===== config.mk =====
export PLATFORM = sky130hd
export DESIGN_NAME = rr_wrapper
export DESIGN_NICKNAME = d
export VERILOG_FILES = /design/src/hw/rr_pkg.sv /design/src/hw/rr_csrs.sv /design/src/hw/rr_channel_logger.sv /design/src/hw/rr_log_arbiter.sv /design/src/hw/rr_wrapper.sv
export VERILOG_INCLUDE_DIRS = /design/src /design/src/hw
export SDC_FILE = /design/constraint.sdc
export NUM_CORES = 1
export LEC_CHECK = 0
export BUFFER_PORTS_ARGS = -buffer_cell sky130_fd_sc_hd__clkbuf_2
export CAP_MARGIN = 20
export CORE_ASPECT_RATIO = 0.9
export CORE_UTILIZATION = 45
export DETAILED_ROUTE_END_ITERATION = 10
export GPL_ROUTABILITY_DRIVEN = 0
export HOLD_SLACK_MARGIN = 0.05
export PLACE_DENSITY = 0.65
export SYNTH_ARGS = -nofsm -noshare
export SYNTH_HDL_FRONTEND = slang
export SYNTH_SLANG_ARGS = --single-unit

===== constraint.sdc =====
create_clock -name clk -period 5.2 [get_ports clk]
set_clock_uncertainty 0.15 [all_clocks]
set_input_delay 1.04 -clock clk [delete_from_list [all_inputs] [get_ports clk]]
set_output_delay 1.04 -clock clk [all_outputs]
set_load 0.03 [all_outputs]

===== src/hw/rr_config.svh =====
`ifndef RR_CONFIG_SVH
`define RR_CONFIG_SVH

//////////////////////////////////////////////////
// Channel beat geometry
//////////////////////////////////////////////////

// Address bits carried by one ocl/sda beat
`define RR_ADDR_W 16

// Data bits carried by one ocl/sda beat
`define RR_DATA_W 32

//////////////////////////////////////////////////
// Logging path sizing
//////////////////////////////////////////////////

// Entries held by each logger FIFO before drops start
`define RR_FIFO_DEPTH 4

// Entry index width inside one storage region
`define RR_REGION_W 6

`endif


===== src/hw/rr_pkg.sv =====
`default_nettype none

`include "rr_config.svh"

package rr_pkg;

  //////////////////////////////////////////////////
  // Channel and log entry formats
  //////////////////////////////////////////////////

  // One beat on an ocl or sda channel
  typedef struct packed {
    logic                  valid;
    logic [`RR_ADDR_W-1:0] addr;
    logic [`RR_DATA_W-1:0] data;
  } rr_beat_t;

  // Merged log entry, mask bit 0 is ocl and bit 1 is sda
  // Fields of a channel that was idle are zero
  typedef struct packed {
    logic [1:0]            mask;
    logic [`RR_ADDR_W-1:0] ocl_addr;
    logic [`RR_DATA_W-1:0] ocl_data;
    logic [`RR_ADDR_W-1:0] sda_addr;
    logic [`RR_DATA_W-1:0] sda_data;
  } rr_entry_t;

  // Log stream, also picks the storage region
  typedef enum logic {
    STREAM_RECORD   = 1'b0,
    STREAM_VALIDATE = 1'b1
  } rr_stream_e;

  // One write toward the trace storage
  typedef struct packed {
    logic                    valid;
    rr_stream_e              stream;
    logic [`RR_REGION_W-1:0] index;
    rr_entry_t               entry;
  } rr_mem_wr_t;

  //////////////////////////////////////////////////
  // Register port
  //////////////////////////////////////////////////

  typedef enum logic [1:0] {
    CSR_MODE    = 2'd0,
    CSR_STATE   = 2'd1,
    CSR_REC_CNT = 2'd2,
    CSR_VAL_CNT = 2'd3
  } rr_csr_addr_e;

  typedef struct packed {
    logic         valid;
    logic         write;
    rr_csr_addr_e addr;
    logic [31:0]  data;
  } rr_cfg_req_t;

  // Mode bits, record_en sits in bit 0 and validate_en in bit 1
  typedef struct packed {
    logic validate_en;
    logic record_en;
  } rr_mode_t;

endpackage

`default_nettype wire


===== src/hw/rr_csrs.sv =====
`default_nettype none

module rr_csrs (
  input  wire                  clk,
  input  wire                  rstn,
  input  rr_pkg::rr_cfg_req_t  i_cfg,
  input  wire                  i_rec_overflow,
  input  wire                  i_val_overflow,
  input  wire                  i_rec_accept,
  input  wire                  i_val_accept,
  output rr_pkg::rr_mode_t     o_mode,
  output logic [31:0]          o_cfg_rdata,
  output logic                 o_cfg_rvalid
);
  import rr_pkg::*;

  rr_mode_t    mode_q;
  // Sticky FIFO overflow flags, bit 0 record and bit 1 validate
  logic [1:0]  state_q;
  logic [31:0] rec_cnt_q;
  logic [31:0] val_cnt_q;
  logic [31:0] rd_word;
  logic        wr_en;
  logic        rd_en;

  assign wr_en = i_cfg.valid && i_cfg.write;
  assign rd_en = i_cfg.valid && !i_cfg.write;

  //////////////////////////////////////////////////
  // Register updates
  //////////////////////////////////////////////////

  always_ff @(posedge clk) begin
    if (!rstn) begin
      mode_q    <= '0;
      state_q   <= '0;
      rec_cnt_q <= '0;
      val_cnt_q <= '0;
    end else begin
      // Mode loads from the low two data bits
      if (wr_en && i_cfg.addr == CSR_MODE) begin
        mode_q <= rr_mode_t'(i_cfg.data[1:0]);
      end
      // Any write clears, pulses in the same cycle still land
      if (wr_en && i_cfg.addr == CSR_STATE) begin
        state_q <= {i_val_overflow, i_rec_overflow};
      end else begin
        state_q <= state_q | {i_val_overflow, i_rec_overflow};
      end
      // Counters wrap at 32 bits, host writes ignored
      if (i_rec_accept) begin
        rec_cnt_q <= rec_cnt_q + 32'd1;
      end
      if (i_val_accept) begin
        val_cnt_q <= val_cnt_q + 32'd1;
      end
    end
  end

  //////////////////////////////////////////////////
  // Read path, one cycle
  //////////////////////////////////////////////////

  always_comb begin
    case (i_cfg.addr)
      CSR_MODE:    rd_word = {30'd0, mode_q};
      CSR_STATE:   rd_word = {30'd0, state_q};
      CSR_REC_CNT: rd_word = rec_cnt_q;
      CSR_VAL_CNT: rd_word = val_cnt_q;
      default:     rd_word = '0;
    endcase
  end

  always_ff @(posedge clk) begin
    if (!rstn) begin
      o_cfg_rvalid <= 1'b0;
    end else begin
      o_cfg_rvalid <= rd_en;
    end
  end

  // Read data captured along with the request
  always_ff @(posedge clk) begin
    if (rd_en) begin
      o_cfg_rdata <= rd_word;
    end
  end

  assign o_mode = mode_q;

  // One storage write per cycle, so at most one counter moves
  a_single_accept: assert property (
    @(posedge clk) disable iff (!rstn)
    !(i_rec_accept && i_val_accept)
  ) else $error("both entry counters advanced in one cycle");

endmodule

`default_nettype wire


===== src/hw/rr_channel_logger.sv =====
`default_nettype none

`include "rr_config.svh"

module rr_channel_logger (
  input  wire                clk,
  input  wire                rstn,
  input  wire                i_en,
  input  rr_pkg::rr_beat_t   i_ch0,
  input  rr_pkg::rr_beat_t   i_ch1,
  input  wire                i_pop,
  output rr_pkg::rr_entry_t  o_entry,
  output logic               o_entry_valid,
  output logic               o_overflow
);
  import rr_pkg::*;

  localparam int PTR_W = $clog2(`RR_FIFO_DEPTH);
  localparam int CNT_W = $clog2(`RR_FIFO_DEPTH + 1);
  localparam logic [PTR_W-1:0] LAST_PTR = PTR_W'(`RR_FIFO_DEPTH - 1);
  localparam logic [CNT_W-1:0] FULL_CNT = CNT_W'(`RR_FIFO_DEPTH);

  rr_entry_t        mem [`RR_FIFO_DEPTH];
  rr_entry_t        entry_in;
  logic [PTR_W-1:0] wr_ptr;
  logic [PTR_W-1:0] rd_ptr;
  logic [CNT_W-1:0] count;
  logic             sample;
  logic             full;
  logic             push;

  //////////////////////////////////////////////////
  // Merge both channels into one entry
  //////////////////////////////////////////////////

  // Any valid beat while enabled makes an entry
  assign sample = i_en && (i_ch0.valid || i_ch1.valid);
  assign full   = (count == FULL_CNT);
  assign push   = sample && !full;

  always_comb begin
    entry_in      = '0;
    entry_in.mask = {i_ch1.valid, i_ch0.valid};
    // ocl goes in slot 0
    if (i_ch0.valid) begin
      entry_in.ocl_addr = i_ch0.addr;
      entry_in.ocl_data = i_ch0.data;
    end
    // sda goes in slot 1
    if (i_ch1.valid) begin
      entry_in.sda_addr = i_ch1.addr;
      entry_in.sda_data = i_ch1.data;
    end
  end

  //////////////////////////////////////////////////
  // Circular FIFO
  //////////////////////////////////////////////////

  always_ff @(posedge clk) begin
    if (push) begin
      mem[wr_ptr] <= entry_in;
    end
  end

  always_ff @(posedge clk) begin
    if (!rstn) begin
      wr_ptr     <= '0;
      rd_ptr     <= '0;
      count      <= '0;
      o_overflow <= 1'b0;
    end else begin
      if (push) begin
        wr_ptr <= (wr_ptr == LAST_PTR) ? '0 : wr_ptr + 1'b1;
      end
      if (i_pop) begin
        rd_ptr <= (rd_ptr == LAST_PTR) ? '0 : rd_ptr + 1'b1;
      end
      case ({push, i_pop})
        2'b10:   count <= count + 1'b1;
        2'b01:   count <= count - 1'b1;
        default: count <= count;
      endcase
      // Entry dropped on a full FIFO, flag it for one cycle
      o_overflow <= sample && full;
    end
  end

  // Head entry, visible the cycle after its push
  assign o_entry       = mem[rd_ptr];
  assign o_entry_valid = (count != '0);

  // Arbiter must only pop a logger that reports an entry
  a_no_pop_empty: assert property (
    @(posedge clk) disable iff (!rstn)
    i_pop |-> count != '0
  ) else $error("logger FIFO popped while empty");

endmodule

`default_nettype wire


===== src/hw/rr_log_arbiter.sv =====
`default_nettype none

`include "rr_config.svh"

module rr_log_arbiter (
  input  wire                clk,
  input  wire                rstn,
  input  rr_pkg::rr_entry_t  i_rec_entry,
  input  rr_pkg::rr_entry_t  i_val_entry,
  input  wire                i_rec_valid,
  input  wire                i_val_valid,
  input  wire                i_mem_ready,
  output logic               o_rec_pop,
  output logic               o_val_pop,
  output rr_pkg::rr_mem_wr_t o_mem_wr
);
  import rr_pkg::*;

  // Priority stream, also the locked stream during a stall
  rr_stream_e              grant_q;
  logic                    hold_q;
  rr_stream_e              sel;
  logic [`RR_REGION_W-1:0] rec_idx_q;
  logic [`RR_REGION_W-1:0] val_idx_q;
  logic                    accept;

  //////////////////////////////////////////////////
  // Stream selection
  //////////////////////////////////////////////////

  always_comb begin
    if (hold_q || (i_rec_valid && i_val_valid)) begin
      sel = grant_q;
    end else if (i_rec_valid) begin
      sel = STREAM_RECORD;
    end else begin
      sel = STREAM_VALIDATE;
    end
  end

  // Head entries only move on a pop, so the write stays put while stalled
  always_comb begin
    o_mem_wr.valid  = i_rec_valid || i_val_valid;
    o_mem_wr.stream = sel;
    if (sel == STREAM_RECORD) begin
      o_mem_wr.index = rec_idx_q;
      o_mem_wr.entry = i_rec_entry;
    end else begin
      o_mem_wr.index = val_idx_q;
      o_mem_wr.entry = i_val_entry;
    end
  end

  assign accept    = o_mem_wr.valid && i_mem_ready;
  assign o_rec_pop = accept && (sel == STREAM_RECORD);
  assign o_val_pop = accept && (sel == STREAM_VALIDATE);

  //////////////////////////////////////////////////
  // Grant and region pointers
  //////////////////////////////////////////////////

  always_ff @(posedge clk) begin
    if (!rstn) begin
      grant_q   <= STREAM_RECORD;
      hold_q    <= 1'b0;
      rec_idx_q <= '0;
      val_idx_q <= '0;
    end else begin
      hold_q <= o_mem_wr.valid && !i_mem_ready;
      if (accept) begin
        // Hand priority to the other stream
        grant_q <= (sel == STREAM_RECORD) ? STREAM_VALIDATE : STREAM_RECORD;
      end else if (o_mem_wr.valid) begin
        grant_q <= sel;
      end
      // Indices wrap at the region size
      if (o_rec_pop) begin
        rec_idx_q <= rec_idx_q + 1'b1;
      end
      if (o_val_pop) begin
        val_idx_q <= val_idx_q + 1'b1;
      end
    end
  end

  a_mem_wr_stable: assert property (
    @(posedge clk) disable iff (!rstn)
    (o_mem_wr.valid && !i_mem_ready) |=> $stable(o_mem_wr)
  ) else $error("storage write changed while stalled");

endmodule

`default_nettype wire


===== src/hw/rr_wrapper.sv =====
`default_nettype none

module rr_wrapper (
  input  wire                 clk,
  input  wire                 rstn,
  input  rr_pkg::rr_beat_t    i_sh_ocl,
  input  rr_pkg::rr_beat_t    i_sh_sda,
  input  rr_pkg::rr_beat_t    i_cl_ocl,
  input  rr_pkg::rr_beat_t    i_cl_sda,
  input  rr_pkg::rr_cfg_req_t i_cfg,
  input  wire                 i_mem_ready,
  output rr_pkg::rr_beat_t    o_cl_ocl,
  output rr_pkg::rr_beat_t    o_cl_sda,
  output rr_pkg::rr_beat_t    o_sh_ocl,
  output rr_pkg::rr_beat_t    o_sh_sda,
  output logic [31:0]         o_cfg_rdata,
  output logic                o_cfg_rvalid,
  output rr_pkg::rr_mem_wr_t  o_mem_wr
);
  import rr_pkg::*;

  rr_mode_t  mode;
  rr_entry_t rec_entry;
  rr_entry_t val_entry;
  logic      rec_valid;
  logic      val_valid;
  logic      rec_pop;
  logic      val_pop;
  logic      rec_overflow;
  logic      val_overflow;

  //////////////////////////////////////////////////
  // Host and user circuit passthrough
  //////////////////////////////////////////////////

  // Requests toward the user circuit
  assign o_cl_ocl = i_sh_ocl;
  assign o_cl_sda = i_sh_sda;
  // Responses back to the host
  assign o_sh_ocl = i_cl_ocl;
  assign o_sh_sda = i_cl_sda;

  //////////////////////////////////////////////////
  // Logging path
  //////////////////////////////////////////////////

  // Record side sees host-to-user traffic
  rr_channel_logger u_record_logger (
    .clk           (clk),
    .rstn          (rstn),
    .i_en          (mode.record_en),
    .i_ch0         (i_sh_ocl),
    .i_ch1         (i_sh_sda),
    .i_pop         (rec_pop),
    .o_entry       (rec_entry),
    .o_entry_valid (rec_valid),
    .o_overflow    (rec_overflow)
  );

  // Validate side sees the user circuit responses
  rr_channel_logger u_validate_logger (
    .clk           (clk),
    .rstn          (rstn),
    .i_en          (mode.validate_en),
    .i_ch0         (i_cl_ocl),
    .i_ch1         (i_cl_sda),
    .i_pop         (val_pop),
    .o_entry       (val_entry),
    .o_entry_valid (val_valid),
    .o_overflow    (val_overflow)
  );

  rr_log_arbiter u_log_arbiter (
    .clk         (clk),
    .rstn        (rstn),
    .i_rec_entry (rec_entry),
    .i_val_entry (val_entry),
    .i_rec_valid (rec_valid),
    .i_val_valid (val_valid),
    .i_mem_ready (i_mem_ready),
    .o_rec_pop   (rec_pop),
    .o_val_pop   (val_pop),
    .o_mem_wr    (o_mem_wr)
  );

  // A pop is exactly one accepted storage write
  rr_csrs u_csrs (
    .clk            (clk),
    .rstn           (rstn),
    .i_cfg          (i_cfg),
    .i_rec_overflow (rec_overflow),
    .i_val_overflow (val_overflow),
    .i_rec_accept   (rec_pop),
    .i_val_accept   (val_pop),
    .o_mode         (mode),
    .o_cfg_rdata    (o_cfg_rdata),
    .o_cfg_rvalid   (o_cfg_rvalid)
  );

endmodule

`default_nettype wire


Yosys cells after proc, flatten, opt, wreduce, memory -nomap -nowiden --
Memories as Yosys holds them, arrays and structs flattened. A register that Yosys moved wholly into a read port is not among the register bits. Index checks and enable logic that the tools add are counted.
Storage, ports and cells: RAM bits 784, output and inout bits 335, register bits 131, logic and storage cells 103, memories 2, bits of input ports 235
Cells by class: multiplexer cells 26, bitwise gates (word level) 2, reductions and logical operators 29, equal/unequal tests 13, add/subtract/negate cells 12
Memory list:
- u_record_logger.mem | words 4, width 98, read ports 1, clocked after memory_dff 1, wr ports 1, line rr_channel_logger.sv:23 | rr_entry_t mem [`RR_FIFO_DEPTH];
- u_validate_logger.mem | words 4, width 98, read ports 1, clocked after memory_dff 1, wr ports 1, line rr_channel_logger.sv:23
Operators with widths (number):
- $mux W48 | 4
- $pmux W32 S4 | 1
- $mux W104 | 1
- $add A32 B1 Y32 const B | 2
- $mux W2 | 9
- $eq A2 B2 Y1 const B | 8
- $logic_and A1 B1 Y1 | 15
- $add A6 B1 Y6 const B | 2
- $pmux W3 S2 | 2
- $mux W1 | 9
- $add A2 B1 Y2 const B | 4
- $add A3 B1 Y3 const B | 2
- $eq A2 B1 Y1 const B | 3
- $eq A3 B3 Y1 const B | 2
- $reduce_bool A2 Y1 | 3
- $reduce_bool A3 Y1 | 2
- $sub A3 B1 Y3 const B | 2
- $logic_not A1 Y1 | 4
- $logic_or A1 B1 Y1 | 4
- $logic_not A2 Y1 | 1
- $or A2 B2 Y2 | 1
- $not A1 Y1 | 1

Depth between registers and ports, before layout --
Gate-level depths: netlist (run 1).
depth after elaboration 8, gate-level depth with buffers 12, mapped depth without buffers 11

Cells and area by module --
Synthesis (run 1) repeated with hierarchy kept, for this count alone.
Unflattened totals: cell total of the unflattened synthesis 2199, area, all modules 38847.3 um^2
Modules (own cells, without submodules):
- rr_channel_logger | cells each 669, seq. area each 11971.5 um^2, times used 2, area each 15262.1 um^2
- rr_csrs | cells each 469, seq. area each 2342.2 um^2, times used 1, area each 4744.6 um^2
- rr_log_arbiter | cells each 196, seq. area each 280.3 um^2, times used 1, area each 2107.0 um^2
- rr_wrapper | cells each 196, seq. area each 0.0 um^2, times used 1, area each 1471.4 um^2

Least setup slack after synthesis (run 1) --
Ideal clock, no wire load.
kind input-to-reg, start in i_sh_sda[48] (netlist bit), end mem u_record_logger.mem[1][0] (netlist bit), enable pin, buffers on the path 0, data arrival time 3748 ps, stages 3, data required time 4582 ps, setup slack 834 ps, setup time 468 ps, path through o21ai_0 -> nor2_1 -> and2_1
Between the ends: cells in the longest elaborated chain, start to end 5
Ends and longest elaborated chain:
- start, declared | line rr_wrapper.sv:7 | input rr_pkg::rr_beat_t i_sh_sda,
- $logic_or A1 B1 Y1 | line rr_channel_logger.sv:37 | assign sample = i_en && (i_ch0.valid || i_ch1.valid);
- $logic_and A1 B1 Y1 | line rr_channel_logger.sv:37
- $logic_and A1 B1 Y1 | line rr_channel_logger.sv:39 | assign push = sample && !full;
- $mux W1 | line rr_channel_logger.sv:61 | if (push) begin
- $mux W1 (implied by the code) | line rr_channel_logger.sv:62 | mem[wr_ptr] <= entry_in;
- end, declared | line rr_channel_logger.sv:23
No other way between the ends.

==> flow_summary.ini, run 1 <==
[outcome]
status = complete, no violations

[critical_path]
worstPathRequired_ns = 4.01
endpoint_kind = output port
start_kind = register
arrival_ns = 3.06
r2r_setup_slack_ns = 1.54
critPathKind = register to output port
cp_max_fo = 25

[synth]
synth.net_count = 2434
ys_ff_latch = 919
yosysTopAreaCellShare = 0.639
ys_seq_area_frac = 0.692
netlist.top_cell.by_area = edfxtp_1
synth-edff-count = 816
synth.area.top_cells = edfxtp_1, mux4_2, dfxtp_1
async_flop_share = 0
synth.distinct_cells = 40
avgSynthCellArea_um2 = 17.6
syn_inst = 2179
syn-cell-area_um2 = 38400
synth_ff_type = edfxtp_1
synth_warnings = 0

[route]
detail-route-antenna-nets = 0
route.detailed.drc = 0
wl_per_cell_um = 23.9
via_per_inst = 5.45
dr_total_vias = 20500
drt_iter0_drc = 1446
finalWirelength_mm = 90.0
firstDrtPassIters = 5

[placed_design]
dpl.hpwl_mm = 54.0
post-place-ws_ns = 1.27
port_buffers = 539

[layout]
layout-drive-gt1-share = 0.393
fillCellCount = 6890
nets = 2805
area_growth_pct = 15.6

[global_route]
grt.total_usage = 0.206
grt_max_degree = 106
grt_pass1_vias = 21400
grt-ovfl-total = 0
grt_first_pass_wirelength_mm = 132
antenna_found_initial = 4

[cts]
cts_tree = built
cts-buffers-inserted = 95
post_cts_buffers = 0
cts_buffer_depth = 3
cts_hold_buf = 0
clkTransAtPathRegs_ns = 0.06
cts_root_buf = clkbuf_16
cts_sinks = 919
htree_num_levels = 3
cts_resized = 0
worst_skew_pair.late_latency_ns = 0.66

[sta]
finalSetupViolations = 0
finalHoldViolCount = 0
setup-tns-final_ns = 0
post-route-period-util = 0.817
fin_crit_ns = 4.25
relSlewSlack = 0.430
worst_slack_ns = 0.949
worst_pin_slew_ns = 0.855
rsz0062_at_grt = false
report.final.slew_viol_count = 0
fmax_ghz = 0.235

[die]
die_y_um = 279
boundaryPins = 570
initial_core_util = 0.454
die_area_um2 = 86400
core_area_um2 = 84400
num_rows = 101
die_w_um = 310

[pwr]
power.density_nw_per_um2 = 367
vdd_drop_max_mv = 0.265
leakage_nw = 15.2

[min_path]
hp-class = register to register

[job]
max_cap_violations = 0
[worst max-delay path: stages (launching register included)]
cell      delay, ns
dfxtp_4        0.75
buf_4          0.54
mux4_2         0.61
mux2_2         0.29
clkbuf_2       0.18
[report_power, final]
part | internal (mW) | total [mW] | switching (mW)
clock network | 4.18 | 7.02 | 2.84
logic | 0.388 | 1.14 | 0.756
registers | 8.06 | 8.09 | 0.0273
[per-stage QoR]
| step | util | hold slack [ns] | cell area [um^2] | power, mW | std cells |
|---|---|---|---|---|---|
| after global placement | 0.486 | 0.279 | 41100 | 9.38 | 3585 |
| after global routing | 0.525 | 0.331 | 44300 | 16.7 | 3763 |
| after floorplan | - | 0.263 | 38400 | 9.09 | 2179 |
| after CTS | 0.525 | 0.314 | 44300 | 16.4 | 3761 |
| final | 0.525 | 0.308 | 44300 | 16.3 | 3763 |
| after detailed placement | 0.486 | 0.303 | 41100 | 9.40 | 3585 |
[routing by layer]
layer	global-route usage	up-vias	routed length [um]
met2	0.360	629	46800
met1	0.267	10700	36800
met4	0.0618	2	2140
met3	0.0301	141	4200
met5	0	-	13
li1	-	9021	-
[placed cells by master, fill, tap and decap left out, types with 3 or more instances in the layout]
cell	netlist	routed
inv_1	16	16
nor2b_1	31	30
clkinv_1	0	24
or4_1	25	25
clkbuf_2	0	539
buf_4	199	24
dfxtp_4	0	4
and4_1	8	8
or3_1	21	21
ha_1	18	18
nand3_1	13	13
nor3b_1	3	3
clkinv_2	0	13
nand2_1	34	34
clkbuf_16	0	96
dfxtp_1	103	99
nor3_1	4	4
and2_1	204	196
clkbuf_1	78	18
buf_12	0	14
xor2_1	22	22
nor4_1	6	6
edfxtp_1	816	816
mux2i_1	45	45
xnor2_1	15	15
o31ai_1	23	23
nand4_2	4	4
o21ai_0	22	22
and3_1	7	7
mux4_2	198	198
and2_4	0	8
a21oi_1	45	45
bufinv_16	0	15
nor2_1	60	60
nand4_1	19	19
mux2_2	104	104
[layout make-up]
cell class / instances / area, um^2 / share of cell area
clock inverter: 60 / 756 / 0.0170
clock buffer: 116 / 2500 / 0.0563
antenna: 1 / 2.50 / 0.0000564
inverter: 17 / 63.8 / 0.00144
tap: 1133 / 1420 / 0.0320
timing repair buffer: 577 / 3160 / 0.0712
sequential: 919 / 26600 / 0.599
multi-input combinational: 940 / 9870 / 0.222
[flip-flops by register name (all words and copies together) (netlist names), named ones only]
register	cells
u_csrs.val_cnt_q	32
u_csrs.o_mode	2
u_validate_logger.rd_ptr	2
u_record_logger.o_overflow	1
u_csrs.state_q	2
u_log_arbiter.val_idx_q	6
u_csrs.o_cfg_rvalid	1
u_csrs.rec_cnt_q	32
u_validate_logger.count	3
u_validate_logger.mem	392
u_record_logger.mem	392
u_validate_logger.wr_ptr	2
u_record_logger.rd_ptr	2
u_log_arbiter.grant_q	1
u_log_arbiter.rec_idx_q	6
u_csrs.o_cfg_rdata	32
u_record_logger.count	3
u_log_arbiter.hold_q	1
u_validate_logger.o_overflow	1
u_record_logger.wr_ptr	2
[Yosys cell counts (25+ instances only)]
| cell type | number |
|---|---|
| edfxtp_1 | 816 |
| a21oi_1 | 45 |
| or4_1 | 25 |
| clkbuf_1 | 78 |
| nand2_1 | 34 |
| mux2_2 | 104 |
| and2_1 | 204 |
| buf_4 | 199 |
| dfxtp_1 | 103 |
| mux4_2 | 198 |
| nor2_1 | 60 |
| nor2b_1 | 31 |
| mux2i_1 | 45 |
[kinds of logic after synthesis]
| family | Yosys count | synth area share |
|---|---|---|
| AO/OA/AOI/OAI | 93 | 0.0142 |
| flip-flops | 919 | 0.692 |
| XOR/XNOR | 37 | 0.00845 |
| multiplexers | 347 | 0.159 |
| AND/OR/NAND/NOR | 443 | 0.0682 |
| adder cells (fa/ha/maj) | 20 | 0.00691 |
| buffers and inverters | 320 | 0.0512 |
[worst paths after layout]
kind                                           startpoint                                 to  depth (start not counted)
setup / recovery                                 register                       o_mem_wr[56]                          4
hold reg to reg   u_validate_logger.o_overflow$_SDFF_PN0_       u_csrs.state_q[1]$_SDFF_PN0_                          2
hold / removal    u_validate_logger.o_overflow$_SDFF_PN0_       u_csrs.state_q[1]$_SDFF_PN0_                          2
setup reg to reg  u_validate_logger.count[0]$_SDFFE_PN0P_  u_csrs.rec_cnt_q[28]$_SDFFE_PN0P_                          9
Power figures use the tool's default switching activity.
==> run 2, diff against run 1 <==
- clock period: 5.2 -> 4.4 ns (I/O delays scaled with it)
==> run 2 against run 1 <==
Via count decreased by 0.57%. Final area about the same. Largest cell class unchanged. First-iteration DRC count about the same. Total power increased by 17%.
==> flow_summary.ini, run 2 (synthesis gave the netlist of run 1 again) <==
[outcome]
status = complete, no violations

[sta]
setup-tns-final_ns = 0
relSlewSlack = 0.400
finalHoldViolCount = 0
post-route-period-util = 0.907
finalSetupViolations = 0
worst_pin_slew_ns = 0.892
rsz0062_at_grt = false
fmax_ghz = 0.251
report.final.slew_viol_count = 0
fin_crit_ns = 3.99

[cts]
worst_skew_pair.late_latency_ns = 0.65
cts_sinks = 919
htree_num_levels = 3
clkTransAtPathRegs_ns = 0.06
cts_hold_buf = 0
cts_root_buf = clkbuf_16
cts_buffer_depth = 3
post_cts_buffers = 0
cts_resized = 0
cts-buffers-inserted = 95
cts_tree = built

[placed_design]
placed_area_um2 = 41200
dp.cells = 3587
port_buffers = 539
dpl.hpwl_mm = 53.4

[job]
max_cap_violations = 0

[route]
route.detailed.drc = 0
dr_total_vias = 20400
finalWirelength_mm = 88.0
detail-route-antenna-nets = 0
drt_iter0_drc = 1445
firstDrtPassIters = 5
wl_per_cell_um = 23.4
via_per_inst = 5.42

[die]
initial_core_util = 0.454
boundaryPins = 570
core_area_um2 = 84400
die_w_um = 310
die_area_um2 = 86400
die_y_um = 279
num_rows = 101

[pwr]
leakage_nw = 15.2
finalPower_mw = 18.9
power.density_nw_per_um2 = 427
vdd_drop_max_mv = 0.355

[global_route]
antenna_found_initial = 2
grt_max_degree = 106
grt-ovfl-total = 0
grt_first_pass_wirelength_mm = 129
grt.total_usage = 0.201
grt_pass1_vias = 21000

[critical_path]
path_cells = or3_1, o21ai_0, o41ai_4, buf_12, mux2_2, clkbuf_2
critPathKind = register to output port
cp_slowest_cell = mux2_2
start_kind = register
reg2reg_depth = 9
endpoint_kind = output port
arrival_ns = 2.96
cp_max_fo = 105
worstPathRequired_ns = 3.37
cp_slowest_stage_delay_ns = 0.43

[layout]
final_common_cell = edfxtp_1
fin_cells = 3765
reg_top3 = u_record_logger.mem: 392 flops, u_validate_logger.mem: 392 flops
nets = 2807
design_area_um2 = 44400
layout_common_cells = edfxtp_1, clkbuf_2, mux4_2, and2_1, mux2_2
area_growth_pct = 15.7
layout-drive-gt1-share = 0.397
utilization = 0.526

[min_path]
hp-class = input port to register
whs_path_depth = 2
## run 2: cell count changes in the layout (fill, tap and decap cells not counted), moves of 2 or more
cell	change
inv_4	+2
clkinv_1	-5
bufinv_16	-6
buf_4	-6
clkbuf_1	-4
clkinv_2	+7
clkinvlp_4	+4
clkbuf_16	+2
buf_12	+8
## run 2: worst max-delay path, delay by kind of cell (launching register included)
| family | cells | cell delay (ns) |
|---|---|---|
| AND/OR/NAND/NOR | 1 | 0.37 |
| flip-flops | 1 | 0.36 |
| multiplexers | 1 | 0.43 |
| AO/OA/AOI/OAI | 2 | 0.53 |
| buffers and inverters | 2 | 0.52 |
## run 2: worst paths after layout
check / from / to / slack [ns]
max: u_validate_logger.count[0]$_SDFFE_PN0P_ / o_mem_wr[83] / 0.41
min: i_mem_ready / u_log_arbiter.hold_q$_SDFF_PN0_ / 0.25
max reg2reg: u_validate_logger.count[0]$_SDFFE_PN0P_ / u_csrs.rec_cnt_q[28]$_SDFFE_PN0P_ / 0.76
min reg2reg: u_record_logger.o_overflow$_SDFF_PN0_ / u_csrs.state_q[0]$_SDFF_PN0_ / 0.29
## run 2: area by class of cell
| cell class | count | area [um^2] |
|---|---|---|
| clock buffer | 114 | 2530 |
| timing repair buffer | 579 | 3270 |
| antenna | 1 | 2.50 |
| fill | 6850 | 40000 |
| inverter | 17 | 63.8 |
| clock inverter | 62 | 634 |
| tap | 1133 | 1420 |
| multi-input combinational | 940 | 9870 |
| sequential | 919 | 26600 |
## run 2: report_power, final
| part | total (mW) | switching [mW] | internal, mW |
|---|---|---|---|
| Combinational | 1.36 | 0.896 | 0.464 |
| Clock | 8.03 | 3.36 | 4.67 |
| Sequential | 9.55 | 0.0278 | 9.53 |
## run 2: per-stage QoR
stage	worst slack, ns	hold slack [ns]
after CTS	0.361	0.209
after detailed placement	0.787	0.279
after global placement	0.876	0.271
after global routing	0.293	0.236
after floorplan	0.194	0.263
final	0.408	0.253
## run 2: per-layer routing
layer  global-route usage  routed length [um]  vias up
met2                0.349               45500      615
met4               0.0628                2270        0
met1                0.263               36500    10600
met3               0.0270                3720      131
li1                     -                   -     9035
met5                    0                   0        -
==> run 3, diff against run 2 <==
- CTS_BUF_LIST: not set -> sky130_fd_sc_hd__clkbuf_16
- SKIP_LAST_GASP: not set -> 1
==> run 3 against run 2 <==
Routed wire length is essentially flat. Global-route usage barely moved. Critical path depth unchanged. Highest routed layer unchanged.
==> flow_summary.ini, run 3 (synthesis gave the netlist of run 1 again) <==
[sta]
report.final.slew_viol_count = 0
worst_pin_slew_ns = 0.891
fin_crit_ns = 4.00
fmax_ghz = 0.250
finalHoldViolCount = 0
relSlewSlack = 0.401
setup-tns-final_ns = 0
post-route-period-util = 0.910
finalSetupViolations = 0
rsz0062_at_grt = false

[placed_design]
dpl.hpwl_mm = 53.4
port_buffers = 539

[pwr]
finalPower_mw = 18.9
power.internal_mw = 14.6
power.density_nw_per_um2 = 426
p_clk_frac = 0.422
vdd_drop_max_mv = 0.354
sw_frac_of_total = 0.227
pwr-share-seq = 0.506
leakage_nw = 15.3
switchingPower_mw = 4.29
p_comb_frac = 0.072

[critical_path]
arrival_ns = 2.97
start_kind = register
cp_max_fo = 105
endpoint_kind = output port
critPathKind = register to output port
cp_slowest_stage_delay_ns = 0.43
cp_slowest_cell = mux2_2
worstPathRequired_ns = 3.37
path_cells = or3_1, o21ai_0, o41ai_4, buf_12, mux2_2, clkbuf_2

[cts]
cts_hold_buf = 0
cts_buffer_depth = 3
worst_skew_pair.late_latency_ns = 0.65
post_cts_buffers = 0
htree_num_levels = 3
cts_sinks = 919
cts-buffers-inserted = 95
cts_tree = built
clkTransAtPathRegs_ns = 0.06
cts_root_buf = clkbuf_16
cts_resized = 0

[route]
detail-route-antenna-nets = 0
via_per_inst = 5.42
wl_per_cell_um = 23.4
dr_total_vias = 20400
drt_iter0_drc = 1406
route.detailed.drc = 0
finalWirelength_mm = 88.0
firstDrtPassIters = 5

[global_route]
grt_max_degree = 106
grt_first_pass_wirelength_mm = 129
grt.total_usage = 0.201
grt_pass1_vias = 21000
antenna_found_initial = 2
grt-ovfl-total = 0

[die]
boundaryPins = 570
die_y_um = 279
num_rows = 101
core_area_um2 = 84400
die_w_um = 310
initial_core_util = 0.454
die_area_um2 = 86400

[layout]
nets = 2807
fillCellCount = 6849
area_growth_pct = 15.6
layout-drive-gt1-share = 0.397
final_common_cell = edfxtp_1
layout_common_cells = edfxtp_1, clkbuf_2, mux4_2, and2_1, mux2_2
reg_top3 = u_record_logger.mem: 392 flops, u_validate_logger.mem: 392 flops

[outcome]
status = complete, no violations

[job]
max_cap_violations = 0

[min_path]
hp-class = input port to register
==> run 3: final timing paths <==
path / start / to / slack, ns / cells after the start
max: u_validate_logger.count[0]$_SDFFE_PN0P_ / o_mem_wr[83] / 0.40 / 6
min: i_mem_ready / u_log_arbiter.hold_q$_SDFF_PN0_ / 0.25 / 2
max reg2reg: u_validate_logger.count[0]$_SDFFE_PN0P_ / u_csrs.rec_cnt_q[28]$_SDFFE_PN0P_ / 0.74 / 9
min reg2reg: u_record_logger.o_overflow$_SDFF_PN0_ / u_csrs.state_q[0]$_SDFF_PN0_ / 0.29 / 2
==> run 3: layout make-up <==
cell class | instances | area (um^2) | share of cell area
flip-flops and latches | 919 | 26600 | 0.599
multi-input cells | 940 | 9870 | 0.222
repair buffers | 579 | 3270 | 0.0738
clock buffers | 98 | 2450 | 0.0553
well taps | 1133 | 1420 | 0.0320
clock inverters | 78 | 694 | 0.0157
inverters | 17 | 63.8 | 0.00144
diodes | 1 | 2.50 | 0.0000564
==> run 3: metrics by stage <==
stage / utilization / setup slack [ns] / std cells / hold slack [ns] / cell area [um^2]
after global placement: 0.488 / 0.876 / 3587 / 0.271 / 41200
after CTS: 0.525 / 0.361 / 3763 / 0.209 / 44300
after global routing: 0.525 / 0.293 / 3765 / 0.236 / 44400
final: 0.525 / 0.398 / 3765 / 0.254 / 44400
after floorplan: - / 0.194 / 2179 / 0.263 / 38400
after detailed placement: 0.488 / 0.787 / 3587 / 0.279 / 41200
==> run 3: per-layer routing <==
metal / global-route usage / share of wire / vias up / wire, um
li1: - / - / 9035 / -
met1: 0.263 / 0.41 / 10600 / 36100
met2: 0.349 / 0.52 / 662 / 45500
met3: 0.0270 / 0.047 / 132 / 4110
met4: 0.0628 / 0.026 / 0 / 2280
met5: 0 / 0 / - / 0
==> run 3: worst max-delay path: cells and delay by family, from the launching register on <==
kind,cells,cell delay [ns]
mux,1,0.43
simple gates,1,0.37
buf+inv,2,0.52
compound gates,2,0.53
flops,1,0.36
==> run 3: power groups by stage <==
| stage | registers, mW | clock network (mW) | logic (mW) |
|---|---|---|---|
| floorplan | 9.76 | 0 | 0.982 |
| global placement | 9.74 | 0 | 1.35 |
| detailed placement | 9.74 | 0 | 1.37 |
| CTS | 9.56 | 8.13 | 1.38 |
| global route | 9.56 | 8.45 | 1.44 |
| finish | 9.55 | 7.97 | 1.36 |
